## config.mk

```make
export PLATFORM = sky130hd
export DESIGN_NAME = decode_stage
export DESIGN_NICKNAME = d
export VERILOG_FILES = /design/src/arm_pkg.sv /design/src/control_unit.sv /design/src/condition_check.sv /design/src/register_file.sv /design/src/hazard_detect.sv /design/src/decode_stage.sv
export SDC_FILE = /design/constraint.sdc
export NUM_CORES = 1
export LEC_CHECK = 0
export BUFFER_PORTS_ARGS = -buffer_cell sky130_fd_sc_hd__buf_2
export CORE_ASPECT_RATIO = 0.7
export CORE_UTILIZATION = 40
export DETAILED_ROUTE_END_ITERATION = 8
export GPL_TIMING_DRIVEN = 0
export HOLD_SLACK_MARGIN = 0.03
export PLACE_DENSITY = 0.59
export SETUP_SLACK_MARGIN = 0.5
export SLEW_MARGIN = 10
export SYNTH_ARGS = -nofsm -noshare
export SYNTH_HDL_FRONTEND = slang
export SYNTH_SLANG_ARGS = --single-unit
```

## constraint.sdc

```tcl
create_clock -name clk -period 2.11 [get_ports clk]
set_input_delay 0.1055 -clock clk [delete_from_list [all_inputs] [get_ports clk]]
set_output_delay 0.1055 -clock clk [all_outputs]
set_load 0.03 [all_outputs]
```

## src/arm_pkg.sv

```systemverilog
`default_nettype none

package arm_pkg;

    typedef logic [31:0] word_t;      // data or instruction word
    typedef logic [3:0]  reg_addr_t;  // index into the 16 registers
    typedef logic [1:0]  mode_t;      // instruction class, bits 27:26
    typedef logic [3:0]  opcode_t;    // data-processing opcode, bits 24:21
    typedef logic [3:0]  exe_cmd_t;   // command handed to the execute stage
    typedef logic [3:0]  cond_t;      // condition field, bits 31:28
    typedef logic [3:0]  flags_t;     // N, Z, C, V from the status register

    localparam mode_t arithmetic_type = 2'b00;
    localparam mode_t memory_type     = 2'b01;
    localparam mode_t branch_type     = 2'b10;

    // ldr and str get their own codes so every opcode decodes uniquely
    localparam opcode_t and_op = 4'b0000;
    localparam opcode_t eor    = 4'b0001;
    localparam opcode_t sub    = 4'b0010;
    localparam opcode_t ldr    = 4'b0011;
    localparam opcode_t add    = 4'b0100;
    localparam opcode_t adc    = 4'b0101;
    localparam opcode_t sbc    = 4'b0110;
    localparam opcode_t str    = 4'b0111;
    localparam opcode_t tst    = 4'b1000;
    localparam opcode_t cmp    = 4'b1010;
    localparam opcode_t orr    = 4'b1100;
    localparam opcode_t mov    = 4'b1101;
    localparam opcode_t movn   = 4'b1111;

    localparam exe_cmd_t exe_nop  = 4'b0000; // bubble, nothing to do
    localparam exe_cmd_t mov_exe  = 4'b0001;
    localparam exe_cmd_t add_exe  = 4'b0010;
    localparam exe_cmd_t adc_exe  = 4'b0011;
    localparam exe_cmd_t sub_exe  = 4'b0100;
    localparam exe_cmd_t sbc_exe  = 4'b0101;
    localparam exe_cmd_t and_exe  = 4'b0110;
    localparam exe_cmd_t orr_exe  = 4'b0111;
    localparam exe_cmd_t eor_exe  = 4'b1000;
    localparam exe_cmd_t movn_exe = 4'b1001;
    localparam exe_cmd_t cmp_exe  = 4'b1010;
    localparam exe_cmd_t tst_exe  = 4'b1011;
    localparam exe_cmd_t ldr_exe  = 4'b1100;
    localparam exe_cmd_t str_exe  = 4'b1101;
    localparam exe_cmd_t mul_exe  = 4'b1110;

    localparam cond_t cond_eq = 4'b0000;
    localparam cond_t cond_ne = 4'b0001;
    localparam cond_t cond_cs = 4'b0010;
    localparam cond_t cond_cc = 4'b0011;
    localparam cond_t cond_mi = 4'b0100;
    localparam cond_t cond_pl = 4'b0101;
    localparam cond_t cond_vs = 4'b0110;
    localparam cond_t cond_vc = 4'b0111;
    localparam cond_t cond_hi = 4'b1000;
    localparam cond_t cond_ls = 4'b1001;
    localparam cond_t cond_ge = 4'b1010;
    localparam cond_t cond_lt = 4'b1011;
    localparam cond_t cond_gt = 4'b1100;
    localparam cond_t cond_le = 4'b1101;
    localparam cond_t cond_al = 4'b1110;

    localparam int flag_n = 3;
    localparam int flag_z = 2;
    localparam int flag_c = 1;
    localparam int flag_v = 0;

    localparam logic [3:0] mul_pattern = 4'b1001; // bits 7:4 of a multiply

endpackage

`default_nettype wire

```

## src/control_unit.sv

```systemverilog
`timescale 1ns/1ps
`default_nettype none

module control_unit import arm_pkg::*; (
    input  mode_t      mode,
    input  opcode_t    opcode,
    input  logic       s,
    input  logic       imm_bit,
    input  logic [3:0] mul_bits,
    output exe_cmd_t   exe_cmd,
    output logic       mem_read,
    output logic       mem_write,
    output logic       wb_en,
    output logic       branch_taken,
    output logic       status_we,
    output logic       ignore_hazard,
    output logic       is_mul
);

    assign status_we = s; // the S bit goes to the status register unchanged

    always_comb begin
        exe_cmd       = exe_nop;
        mem_read      = 1'b0;
        mem_write     = 1'b0;
        wb_en         = 1'b0;
        branch_taken  = 1'b0;
        ignore_hazard = 1'b0;
        is_mul        = 1'b0;

        case (mode)
            arithmetic_type: begin
                wb_en = 1'b1; // cleared below for cmp, tst and str
                case (opcode)
                    mov: begin
                        exe_cmd       = mov_exe;
                        ignore_hazard = 1'b1; // Rn is not an operand
                    end
                    movn: begin
                        exe_cmd       = movn_exe;
                        ignore_hazard = 1'b1;
                    end
                    add: exe_cmd = add_exe;
                    adc: exe_cmd = adc_exe;
                    sub: exe_cmd = sub_exe;
                    sbc: exe_cmd = sbc_exe;
                    and_op: begin
                        if (mul_bits == mul_pattern && !imm_bit) begin
                            exe_cmd = mul_exe;
                            is_mul  = 1'b1;
                        end else begin
                            exe_cmd = and_exe;
                        end
                    end
                    orr: exe_cmd = orr_exe;
                    eor: exe_cmd = eor_exe;
                    cmp: begin
                        exe_cmd = cmp_exe;
                        wb_en   = 1'b0;
                    end
                    tst: begin
                        exe_cmd = tst_exe;
                        wb_en   = 1'b0;
                    end
                    ldr: exe_cmd = ldr_exe;
                    str: begin
                        exe_cmd = str_exe;
                        wb_en   = 1'b0;
                    end
                    default: wb_en = 1'b0; // unused opcode behaves as a nop
                endcase
            end

            memory_type: begin
                exe_cmd = add_exe; // address is base plus offset
                if (s) begin
                    mem_read = 1'b1;
                    wb_en    = 1'b1;
                end else begin
                    mem_write = 1'b1;
                end
            end

            branch_type: begin
                branch_taken  = 1'b1;
                ignore_hazard = 1'b1;
            end

            default: ;
        endcase
    end

endmodule

`default_nettype wire

```

## src/condition_check.sv

```systemverilog
`timescale 1ns/1ps
`default_nettype none

module condition_check import arm_pkg::*; (
    input  cond_t  cond,
    input  flags_t flags,
    output logic   cond_pass
);

    logic n;
    logic z;
    logic c;
    logic v;

    assign n = flags[flag_n];
    assign z = flags[flag_z];
    assign c = flags[flag_c];
    assign v = flags[flag_v];

    always_comb begin
        case (cond)
            cond_eq: cond_pass = z;
            cond_ne: cond_pass = !z;
            cond_cs: cond_pass = c;
            cond_cc: cond_pass = !c;
            cond_mi: cond_pass = n;
            cond_pl: cond_pass = !n;
            cond_vs: cond_pass = v;
            cond_vc: cond_pass = !v;
            cond_hi: cond_pass = c && !z;
            cond_ls: cond_pass = !c || z;
            cond_ge: cond_pass = (n == v);         // signed greater or equal
            cond_lt: cond_pass = (n != v);
            cond_gt: cond_pass = !z && (n == v);
            cond_le: cond_pass = z || (n != v);
            default: cond_pass = 1'b1;             // al and 1111 always execute
        endcase
    end

endmodule

`default_nettype wire

```

## src/register_file.sv

```systemverilog
`timescale 1ns/1ps
`default_nettype none

module register_file import arm_pkg::*; (
    input  logic      clk,
    input  logic      rst_n,
    input  reg_addr_t src1,
    input  reg_addr_t src2,
    input  logic      write,
    input  reg_addr_t dest,
    input  word_t     write_data,
    output word_t     rd1,
    output word_t     rd2
);

    word_t regs [16];

    // one write per cycle from the write-back stage
    always_ff @(posedge clk or negedge rst_n) begin
        if (!rst_n) begin
            regs <= '{default: '0};
        end else if (write) begin
            regs[dest] <= write_data;
        end
    end

    // reads see the array directly, so a write shows up right after its edge
    assign rd1 = regs[src1];
    assign rd2 = regs[src2];

endmodule

`default_nettype wire

```

## src/hazard_detect.sv

```systemverilog
`timescale 1ns/1ps
`default_nettype none

module hazard_detect import arm_pkg::*; (
    input  reg_addr_t src1,
    input  reg_addr_t src2,
    input  logic      src2_used,
    input  logic      ignore_hazard,
    input  reg_addr_t exe_dest,
    input  logic      exe_wb_en,
    input  reg_addr_t mem_dest,
    input  logic      mem_wb_en,
    output logic      stall
);

    logic src1_hit;
    logic src2_hit;

    // a source conflicts with any later stage that will still write it
    assign src1_hit = !ignore_hazard &&
                      ((exe_wb_en && src1 == exe_dest) ||
                       (mem_wb_en && src1 == mem_dest));

    assign src2_hit = src2_used &&
                      ((exe_wb_en && src2 == exe_dest) ||
                       (mem_wb_en && src2 == mem_dest));

    assign stall = src1_hit || src2_hit; // no forwarding, so wait it out

endmodule

`default_nettype wire

```

## src/decode_stage.sv

```systemverilog
`timescale 1ns/1ps
`default_nettype none

module decode_stage import arm_pkg::*; (
    input  logic        clk,
    input  logic        rst_n,
    input  word_t       instruction,
    input  word_t       pc,
    input  flags_t      flags,
    input  logic        flush,
    input  logic        wb_write,
    input  reg_addr_t   wb_dest,
    input  word_t       wb_value,
    input  reg_addr_t   exe_dest,
    input  logic        exe_wb_en,
    input  reg_addr_t   mem_dest,
    input  logic        mem_wb_en,
    output logic        stall,
    output exe_cmd_t    exe_cmd,
    output logic        mem_read,
    output logic        mem_write,
    output logic        wb_en,
    output logic        branch_taken,
    output logic        status_we,
    output logic        imm,
    output logic        is_mul,
    output word_t       val_rn,
    output word_t       val_rm,
    output reg_addr_t   dest,
    output logic [11:0] shift_operand,
    output logic [23:0] signed_imm24,
    output word_t       pc_out
);

    cond_t     cond;
    mode_t     mode;
    opcode_t   opcode;
    logic      imm_bit;
    logic      s;
    reg_addr_t rn;
    reg_addr_t rd;
    reg_addr_t rm;
    logic      is_store;
    reg_addr_t src2;
    logic      src2_used;
    logic      bubble;
    logic      cond_pass;
    logic      ignore_hazard;
    exe_cmd_t  cu_exe_cmd;
    logic      cu_mem_read;
    logic      cu_mem_write;
    logic      cu_wb_en;
    logic      cu_branch_taken;
    logic      cu_status_we;
    logic      cu_is_mul;
    word_t     rd1;
    word_t     rd2;

    assign cond    = instruction[31:28];
    assign mode    = instruction[27:26];
    assign imm_bit = instruction[25];
    assign opcode  = instruction[24:21];
    assign s       = instruction[20];
    assign rn      = instruction[19:16];
    assign rd      = instruction[15:12];
    assign rm      = instruction[3:0];

    // a store reads Rd as the data to write, everything else reads Rm
    assign is_store  = (mode == memory_type) && !s;
    assign src2      = is_store ? rd : rm;
    assign src2_used = !imm_bit || is_store;

    control_unit control_unit_inst (
        .mode          (mode),
        .opcode        (opcode),
        .s             (s),
        .imm_bit       (imm_bit),
        .mul_bits      (instruction[7:4]),
        .exe_cmd       (cu_exe_cmd),
        .mem_read      (cu_mem_read),
        .mem_write     (cu_mem_write),
        .wb_en         (cu_wb_en),
        .branch_taken  (cu_branch_taken),
        .status_we     (cu_status_we),
        .ignore_hazard (ignore_hazard),
        .is_mul        (cu_is_mul)
    );

    condition_check condition_check_inst (
        .cond      (cond),
        .flags     (flags),
        .cond_pass (cond_pass)
    );

    register_file register_file_inst (
        .clk        (clk),
        .rst_n      (rst_n),
        .src1       (rn),
        .src2       (src2),
        .write      (wb_write),
        .dest       (wb_dest),
        .write_data (wb_value),
        .rd1        (rd1),
        .rd2        (rd2)
    );

    hazard_detect hazard_detect_inst (
        .src1          (rn),
        .src2          (src2),
        .src2_used     (src2_used),
        .ignore_hazard (ignore_hazard),
        .exe_dest      (exe_dest),
        .exe_wb_en     (exe_wb_en),
        .mem_dest      (mem_dest),
        .mem_wb_en     (mem_wb_en),
        .stall         (stall)
    );

    assign bubble = stall || flush || !cond_pass;

    always_ff @(posedge clk or negedge rst_n) begin
        if (!rst_n) begin
            exe_cmd      <= exe_nop;
            mem_read     <= 1'b0;
            mem_write    <= 1'b0;
            wb_en        <= 1'b0;
            branch_taken <= 1'b0;
            status_we    <= 1'b0;
            is_mul       <= 1'b0;
            imm          <= 1'b0;
        end else begin
            exe_cmd      <= bubble ? exe_nop : cu_exe_cmd;
            mem_read     <= cu_mem_read && !bubble;
            mem_write    <= cu_mem_write && !bubble;
            wb_en        <= cu_wb_en && !bubble;
            branch_taken <= cu_branch_taken && !bubble;
            status_we    <= cu_status_we && !bubble;
            is_mul       <= cu_is_mul && !bubble;
            imm          <= imm_bit; // operand kind, not a strobe
        end
    end

    // payload travels along even in a bubble, the strobes decide if it matters
    always_ff @(posedge clk) begin
        val_rn        <= rd1;
        val_rm        <= rd2;
        dest          <= rd;
        shift_operand <= instruction[11:0];
        signed_imm24  <= instruction[23:0];
        pc_out        <= pc;
    end

endmodule

`default_nettype wire

```

==> results.cfg, run 1 <==
[timing]
rsz0062_at_grt = yes
finalHoldWorstSlack_ns = -0.1265
clock_skew_ns = 0.01922
final-setup-viol-count = 0
hold_violations = 167
slew_violations = 0
slew_headroom_pct = 10.36
max_freq_mhz = 486.8
fin_crit_ns = 2.054
worstMarginPinSlew_ns = 1.345
finalCritPeriodShare_pct = 97.36

[cells_and_area]
syn_to_final_growth_pct = 33.26
postLayoutCellArea_mm2 = 0.04216
mostFrequentLayoutCells = mux2_2 (526), dfrtp_1 (508), buf_2 (273)
final_nets = 3200
layout-drive-gt1-share_pct = 52.88
fin_cells = 4185
layout_commonest_cell = mux2_2

[flow_run]
drv_cap = 0

[global_routing]
grt_overflow = 0
grt_max_degree = 112
grt_pass1_vias = 25129
antenna_found_initial = 5
grt_usage_pct = 31.11
grt_first_pass_wirelength_um = 179700

[placed_design]
io_buffers = 263
dp_hpwl_um = 82590
dp_cells = 3845
dpl_cell_area_mm2 = 0.03525
place_congestion = 0.9515

[power_and_ir_drop]
pwr_density_cell_mw_per_mm2 = 970.0
internal_power_mw = 27.90
swShare_pct = 31.77
p_leak_nw = 17.93
switchingPower_mw = 12.99
combPwrFrac_pct = 26.2
peakVddDrop_mv = 0.6426
pwr-share-clk_pct = 31.3
p_seq_share_pct = 42.5

[floorplan]
die-height_um = 237.3
coreArea_mm2 = 0.07753
die_x_um = 338.1
start_util_pct = 40.80
dieArea_mm2 = 0.08023
core.rowCount = 85
io_pins = 266

[outcome]
status = finished, violations left
failed_checks = hold timing

[drt]
drtPass1Iterations = 6
dr.first_iter.drc_count = 3038
vias_per_cell = 6.196
drc = 0
wl_um = 128500
wire_per_inst_um = 30.71
antenna_left = 0
via_count = 25930

[synth]
ys_warn_count = 0
avgSynthCellArea_um2 = 12.49
async_flop_share_pct = 81.34
synth_fp_nets = 2650
syn_inst = 2532
synth_ff_type = dfrtp_1
ys_ff_latch = 643
mappedNetlistArea_mm2 = 0.03163
synth_cell_types = 52
yosysSeqAreaShare_pct = 48.97
synth_edf_count = 0

[clock_tree]
clkTransAtPathRegs_ns = 0.06
root_buffer = clkbuf_16
ctsHtreeMaxLevel = 3
clk_latency_ns = 0.65
cts_tree = yes
cts.path.max_buffers = 3
cts.sinks = 643
cts_inserted_buffers = 69

[worst_setup_path]
cp_max_fo = 4
worst_path_largest_cell_delay_ns = 0.54
worstSetupStartpoint = instruction[27]
cp.depth = 9
reg2reg_to = val_rn[2]
ff2ff_path_depth = 2
endpoint_kind = primary output
start_kind = primary input
critPathSlowestCell = or4_4
cp.arrival_ns = 1.95
worst_path_most_repeated_cell = buf_6
path_buf_inv = 4
crit_chain = buf_12 > or3b_4 > buf_8 > a21oi_4 > xnor2_1 > or4_4 > o211ai_2 > buf_6 > buf_6
r2r_start = register_file_inst.regs[354]
worstPathRequired_ns = 2.00
worst-r2r-setup-slack_ns = 0.46
crit_type = in -> out
crit_path_end = stall
cp_top_family = simple AND/OR/NAND/NOR gates

[hold_path]
hp-class = in -> async
## timing repair
item | CTS | global route
pin swaps | 80 | 97
hold endpoints to repair | 497 | 133
resized for setup | 347 | 247
buffers inserted | 42 | 47
cloned | 8 | 6
hold buffers | 105 | 3
endpoints found under the setup margin | 275 | 204
## through the flow
stage	hold slack (ns)	power, mW	utilization, %	setup TNS (ns)	setup slack [ns]
floorplan	-0.1901	23.15	-	0	0.1218
global placement	0.2072	25.99	45.26	-5302.71	-9.999
detailed placement	-0.009586	26.41	45.47	-125.09	-1.069
CTS	-0.2624	40.13	52.45	0	0.07767
global route	-0.08551	42.49	54.37	0	0.02245
finish	-0.1265	40.89	54.37	0	0.05580
## area by class of cell
class                           instances  area, um2
Antenna cell                            2      5.005
Buffer                                244       2188
Clock buffer                          104       2041
Clock inverter                         24      297.8
Fill cell                            6518      35370
Inverter                                3      11.26
Multi-Input combinational cell       1642      16900
Sequential cell                       643      15510
Tap cell                             1044       1306
Timing Repair Buffer                  479       3896
## registers in the layout, indices dropped and copies added, names as in the netlist
| register | count |
|---|---|
| mem_read | 1 |
| val_rn | 32 |
| wb_en | 1 |
| register_file_inst.regs | 512 |
| exe_cmd | 4 |
| branch_taken | 1 |
| mem_write | 1 |
| shift_operand | 11 |
| val_rm | 32 |
| dest | 3 |
| is_mul | 1 |
| imm | 1 |
| pc_out | 32 |
| status_we | 1 |
| signed_imm24 | 10 |
## tightest hold or removal path: stages
cell,delay [ns]
buf_8,0.07
buf_12,0.09
buf_12,0.09
buf_12,0.09
buf_12,0.10
buf_16,0.39
## power groups by stage
stage	Sequential [mW]	Clock [mW]	Combinational (mW)
after floorplan	17.5	0	5.68
after CTS	17.2	13.0	9.94
after global routing	17.6	13.6	11.3
final	17.4	12.8	10.7
after global placement	17.2	0	8.82
after detailed placement	17.4	0	9.05
## cell usage after synthesis (8+ instances only)
library cell	n	area (um2)
a32oi_1	20	175.2
o22ai_1	13	81.33
o2111ai_1	11	96.34
clkbuf_1	144	540.5
dfxtp_1	120	2402
a2bb2oi_1	12	105.1
a211oi_1	76	570.6
buf_1	45	168.9
nand3_1	214	1071
buf_4	18	135.1
xnor2_1	8	70.07
o21ai_0	12	60.06
buf_2	34	170.2
xor2_1	10	87.58
a221oi_1	12	105.1
mux2i_1	93	930.9
mux2_2	527	5934
nor2_1	51	191.4
o31ai_1	24	180.2
dfrtp_1	523	13090
o21ai_1	8	40.04
nand2b_1	8	50.05
mux4_2	161	3626
nor4_1	29	181.4
nand2_1	303	1137
## per-layer routing
metal	share of wire (%)	global-route usage [%]	up-vias
met5	0.15	0	-
met4	3.5	11.32	6
met3	12	10.88	311
met2	43	44.76	1653
met1	41	43.13	13480
li1	-	-	10480
## kinds of logic after synthesis
| kind of cell | after synthesis | synth area share, % |
|---|---|---|
| simple gates | 634 | 8.974 |
| compound gates | 207 | 4.928 |
| xor+xnor | 18 | 0.4984 |
| flops | 643 | 48.97 |
| mux | 783 | 33.28 |
| buf+inv | 247 | 3.350 |
## worst min-delay path by stage
stage,from,to
finish,rst_n,register_file_inst.regs[461]
detailed placement,rst_n,register_file_inst.regs[103]
global route,rst_n,register_file_inst.regs[357]
floorplan,rst_n,branch_taken
global placement,pc[0],pc_out[0]
CTS,instruction[26],is_mul
No activity file was read; power rests on OpenSTA's default activity.
==> run 2, diff against run 1 <==
--- a/config.mk
+++ b/config.mk
@@ -12,7 +12,6 @@
 export GPL_TIMING_DRIVEN = 0
 export HOLD_SLACK_MARGIN = 0.03
 export PLACE_DENSITY = 0.59
-export SETUP_SLACK_MARGIN = 0.5
 export SLEW_MARGIN = 10
 export SYNTH_ARGS = -nofsm -noshare
 export SYNTH_HDL_FRONTEND = slang
==> run 2 against run 1 <==
The run ends with setup timing left. Non-clock buffer count fell by 99. Utilization fell by 5.2 points. Total power fell by 4.7%. Via count fell by 3.1%. Die area did not move. Design area fell by 9.5%. Global-route usage fell by 1.2 points. Hold slack improved by 0.21 ns. Maximum frequency fell by 6.9%. Setup slack got worse by 0.15 ns. Sequential power barely moved.
==> results.cfg, run 2 (same netlist as run 1, synthesis figures left out) <==
[worst_setup_path]
start_kind = primary input
worstSetupStartpoint = wb_write
reg2reg_to = val_rm[18]
crit_path_end = register_file_inst.regs[405]
r2r_start = register_file_inst.regs[402]
cp_max_fo = 10
path_buf_inv = 3
ff2ff_path_depth = 6
cp.depth = 6
worst-r2r-setup-slack_ns = 0.48
cp_top_family = buffers and inverters
crit_type = in -> reg
worstPathRequired_ns = 2.62
endpoint_kind = flop
crit_chain = buf_2 > nor3b_1 > nor2b_1 > clkbuf_1 > clkdlybuf4s15_1 > mux2_2
critPathSlowestCell = clkdlybuf4s15_1
cp.arrival_ns = 2.71
worst_path_largest_cell_delay_ns = 0.96

[cells_and_area]
largest_register_ffs = 512
regArea_mm2 = 0.01549
regMostFlops = register_file_inst.regs
utilization_pct = 49.19
layout-drive-gt1-share_pct = 40.68
mostFrequentLayoutCells = mux2_2 (527), dfrtp_1 (523), nand2_1 (303)
final_nets = 3102
layout_commonest_cell = mux2_2
syn_to_final_growth_pct = 20.57
fillers = 6903
multi_input_area_mm2 = 0.01514

[floorplan]
io_pins = 266
die_x_um = 338.1
die-height_um = 237.3
core.rowCount = 85
dieArea_mm2 = 0.08023
coreArea_mm2 = 0.07753
start_util_pct = 40.80

[placed_design]
place_congestion = 0.9551
io_buffers = 263
dpl_worst_slack_ns = -1.696
dp_hpwl_um = 81650

[hold_path]
hp-class = in -> reg
min_from = instruction[26]

[drt]
wire_per_inst_um = 29.63
drc = 0
drtPass1Iterations = 6
vias_per_cell = 6.150
wl_um = 121100
via_count = 25129
dr.first_iter.drc_count = 3310
antenna_left = 0

[timing]
fin_ws_ns = -0.09608
clock_skew_ns = 0.02435
slew_headroom_pct = 8.298
max_freq_mhz = 453.3
slew_violations = 0
fin_crit_ns = 2.206
hold_violations = 0
rsz0062_at_grt = yes
fin_tns_setup_ns = -1.388
finalCritPeriodShare_pct = 104.6
final-setup-viol-count = 29
finalHoldWorstSlack_ns = 0.08385
worstMarginPinSlew_ns = 1.376

[global_routing]
grt_overflow = 0
grt_max_degree = 114
grt_pass1_vias = 25119
grt_usage_pct = 29.93
grt_first_pass_wirelength_um = 173700
antenna_found_initial = 2

[clock_tree]
cts_tree = yes
clk_latency_ns = 0.63
cts_inserted_buffers = 70
cts.sinks = 643
clkTransAtPathRegs_ns = 0.06
ctsHtreeMaxLevel = 3
cts.path.max_buffers = 3
root_buffer = clkbuf_16

[power_and_ir_drop]
pwr_density_cell_mw_per_mm2 = 1022
p_leak_nw = 16.35
peakVddDrop_mv = 0.6217

[outcome]
status = finished, violations left
failed_checks = setup timing

[flow_run]
drv_cap = 0
==> run 2: cell type report <==
class                      instances  share of cell area, %
buffer                           243                  3.244
clock buffer                      96                  5.275
tap                             1044                  3.425
multi-input combinational       1642                  39.69
inverter                           3                0.02952
sequential                       643                  40.61
clock inverter                    33                 0.8398
timing repair buffer             381                  6.873
antenna                            1               0.006561
==> run 2: report_power, final <==
group | total (mW) | internal [mW] | leakage (nW) | switching, mW
registers | 17.1 | 15.0 | 7.44 | 2.14
clock network | 12.7 | 7.33 | 1.17 | 5.33
logic | 9.18 | 4.54 | 7.74 | 4.64
total | 39.0 | 26.9 | 16.3 | 12.1
==> run 2: worst min-delay path by stage <==
stage | to | cells after the start
after floorplan | branch_taken | 0
after global placement | pc_out[31] | 1
after detailed placement | branch_taken | 1
after CTS | exe_cmd[1] | 3
after global routing | exe_cmd[1] | 3
final | exe_cmd[1] | 3
==> run 2: routing by layer <==
layer	GRT usage (%)	vias up	wire length, um
li1	-	10302	-
met1	40.67	12765	49380
met2	42.64	1707	50560
met3	11.00	353	15600
met4	13.02	2	5500
met5	0	-	10
==> run 2: worst register-to-register path, delay by kind of cell, from the launching register on <==
kind	cells	cell delay [ns]
DFF	1	0.45
and+or+nand+nor	4	0.77
muxes	1	0.11
AOI/OAI and AO/OA	1	0.23
==> run 2: stage by stage <==
stage | power (mW) | instances | cell area [um2]
2_1_floorplan | 22.84 | 2532 | 31650
4_1_cts | 38.96 | 4078 | 37990
6_report | 38.98 | 4086 | 38140
3_5_place_dp | 26.04 | 3845 | 34440
3_3_place_gp | 25.63 | 3839 | 34270
5_1_grt | 40.54 | 4086 | 38140
==> run 2: what timing repair did <==
item | CTS | global route
hold buffers | 99 | 1
endpoints found under the setup margin | 65 | 70
pin swaps | 1 | 2
endpoints found under the hold margin | 394 | 1
resized for setup | 82 | 52
setup buffers | 6 | 6
==> run 3, diff against run 2 <==
--- a/config.mk
+++ b/config.mk
@@ -5,13 +5,13 @@
 export SDC_FILE = /design/constraint.sdc
 export NUM_CORES = 1
 export LEC_CHECK = 0
-export BUFFER_PORTS_ARGS = -buffer_cell sky130_fd_sc_hd__buf_2
 export CORE_ASPECT_RATIO = 0.7
 export CORE_UTILIZATION = 40
 export DETAILED_ROUTE_END_ITERATION = 8
+export DONT_BUFFER_PORTS = 1
 export GPL_TIMING_DRIVEN = 0
 export HOLD_SLACK_MARGIN = 0.03
-export PLACE_DENSITY = 0.59
+export PLACE_DENSITY = 0.56
 export SLEW_MARGIN = 10
 export SYNTH_ARGS = -nofsm -noshare
 export SYNTH_HDL_FRONTEND = slang
==> run 3 against run 2 <==
The run ends with hold timing, slew limit, setup timing left. Critical path type unchanged. Largest power group unchanged. Sequential power up 6%. Wire length down 0.31%. First-iteration DRC count down 10%. Die area unchanged. Global-route usage down 0.14 points.
==> results.cfg, run 3 (same netlist as run 1, synthesis figures left out) <==
[outcome]
status = finished, violations left
failed_checks = hold timing, slew limit, setup timing

[clock_tree]
cts.path.max_buffers = 3
clkTransAtPathRegs_ns = 0.06
root_buffer = clkbuf_16
clk_latency_ns = 0.64
cts_hold_buf = 158
cts_inserted_buffers = 68
ctsHtreeMaxLevel = 3
cts_tree = yes
cts.sinks = 643

[worst_setup_path]
crit_type = in -> reg
endpoint_kind = flop
start_kind = primary input
cp.arrival_ns = 2.71
ff2ff_path_depth = 6
worstPathRequired_ns = 2.59
cp_max_fo = 10

[floorplan]
io_pins = 266
start_util_pct = 40.80
dieArea_mm2 = 0.08023
die_x_um = 338.1
die-height_um = 237.3
core.rowCount = 85
coreArea_mm2 = 0.07753

[timing]
fin_ws_ns = -0.1145
worstMarginPinSlew_ns = 3.121
slew_headroom_pct = -108.0
clock_skew_ns = 0.02911
slew_violations = 435
fin_crit_ns = 2.224
final-setup-viol-count = 24
hold_violations = 523
rsz0062_at_grt = yes
fin_tns_setup_ns = -0.9670
finalCritPeriodShare_pct = 105.4
max_freq_mhz = 449.5
finalHoldWorstSlack_ns = -0.7854

[drt]
drc = 0
via_count = 24194
antenna_left = 0
wire_per_inst_um = 31.22
wl_um = 120700
drtPass1Iterations = 7
dr.first_iter.drc_count = 2970
vias_per_cell = 6.258

[global_routing]
antenna_found_initial = 6
grt_max_degree = 524
grt_pass1_vias = 24254
grt_usage_pct = 29.78
grt_overflow = 0
grt_first_pass_wirelength_um = 171900

[cells_and_area]
regMostFlops = register_file_inst.regs
postLayoutCellArea_mm2 = 0.03714
fin_cells = 3866
layout_commonest_cell = mux2_2
fillers = 6773
syn_to_final_growth_pct = 17.42
multi_input_area_mm2 = 0.01514
mostFrequentLayoutCells = mux2_2 (527), dfrtp_1 (523), nand2_1 (303)
layout-drive-gt1-share_pct = 33.58
regArea_mm2 = 0.01549
largest_register_ffs = 512
final_nets = 2886

[placed_design]
dpl_cell_area_mm2 = 0.03297
place_congestion = 0.9532
io_buffers = 0
dpl_worst_slack_ns = -1.808
dp_hpwl_um = 79630
dp_cells = 3577

[hold_path]
hp-class = in -> async

[power_and_ir_drop]
p_total_mw = 38.28
pwr_density_cell_mw_per_mm2 = 1031
p_leak_nw = 15.36
peakVddDrop_mv = 0.5481

[flow_run]
drv_cap = 0
-- run 3: changes by cell type in the layout (fill, tap and decap cells not counted), moves of 6 or more --
| cell | change |
|---|---|
| clkbuf_4 | +8 |
| clkinv_2 | -10 |
| buf_16 | -6 |
| buf_4 | -8 |
| dlygate4sd3_1 | +60 |
| buf_2 | -262 |
| clkbuf_1 | +7 |
-- run 3: final cells by class --
cell class                 count  area share (%)
sequential                   643           41.70
multi-input combinational   1642           40.76
clock buffer                 104           5.605
timing repair buffer         166           4.463
tap                         1044           3.517
buffer                       244           3.308
inverter                       3         0.03032
antenna                        2         0.01347
clock inverter                18          0.6030
-- run 3: critical path: stages --
cell,delay [ns]
clkbuf_1,0.63
clkbuf_1,0.99
mux4_2,0.42
mux4_2,0.54
-- run 3: repair_timing --
action	4_1_cts	5_1_grt
hold endpoints to repair	1021	523
setup endpoints to repair	56	62
pin swaps	1	0
resized for setup	62	63
setup buffers	6	1
-- run 3: where the power goes --
part           switching [mW]  leakage, nW  total, mW  internal, mW
Sequential               3.05         7.44       18.1          15.0
Clock                    5.19         1.14       12.6          7.42
Combinational            3.40         6.78       7.61          4.21
Total                    11.6         15.4       38.3          26.6
-- run 3: path summary, 6_finish.rpt --
path,slack (ns),start,endpoint
worst min register to register,0.53,register_file_inst.regs[324],register_file_inst.regs[324]
worst max register to register,0.43,register_file_inst.regs[384],val_rm[0]
min in group clk,0.07,wb_value[29],register_file_inst.regs[445]
worst min-delay path,-0.79,rst_n,branch_taken
worst max-delay path,-0.11,instruction[16],val_rn[2]
max in group asynchronous,0.48,rst_n,register_file_inst.regs[21]
-- run 3: layer usage --
layer	track usage, %	part of all wire [%]	routed length [um]	vias up
met3	11.44	13	15320	343
li1	-	-	-	9873
met1	39.92	41	48980	12390
met2	42.87	42	51100	1580
met5	0	0.036	43	-
met4	12.56	4.3	5244	8
-- run 3: stage by stage --
stage	utilization (%)	hold slack [ns]
after floorplan	-	-0.1901
after global placement	42.51	-0.1597
after detailed placement	42.53	-0.1577
after CTS	47.77	-0.8230
after global routing	47.91	-0.8092
final	47.91	-0.7854
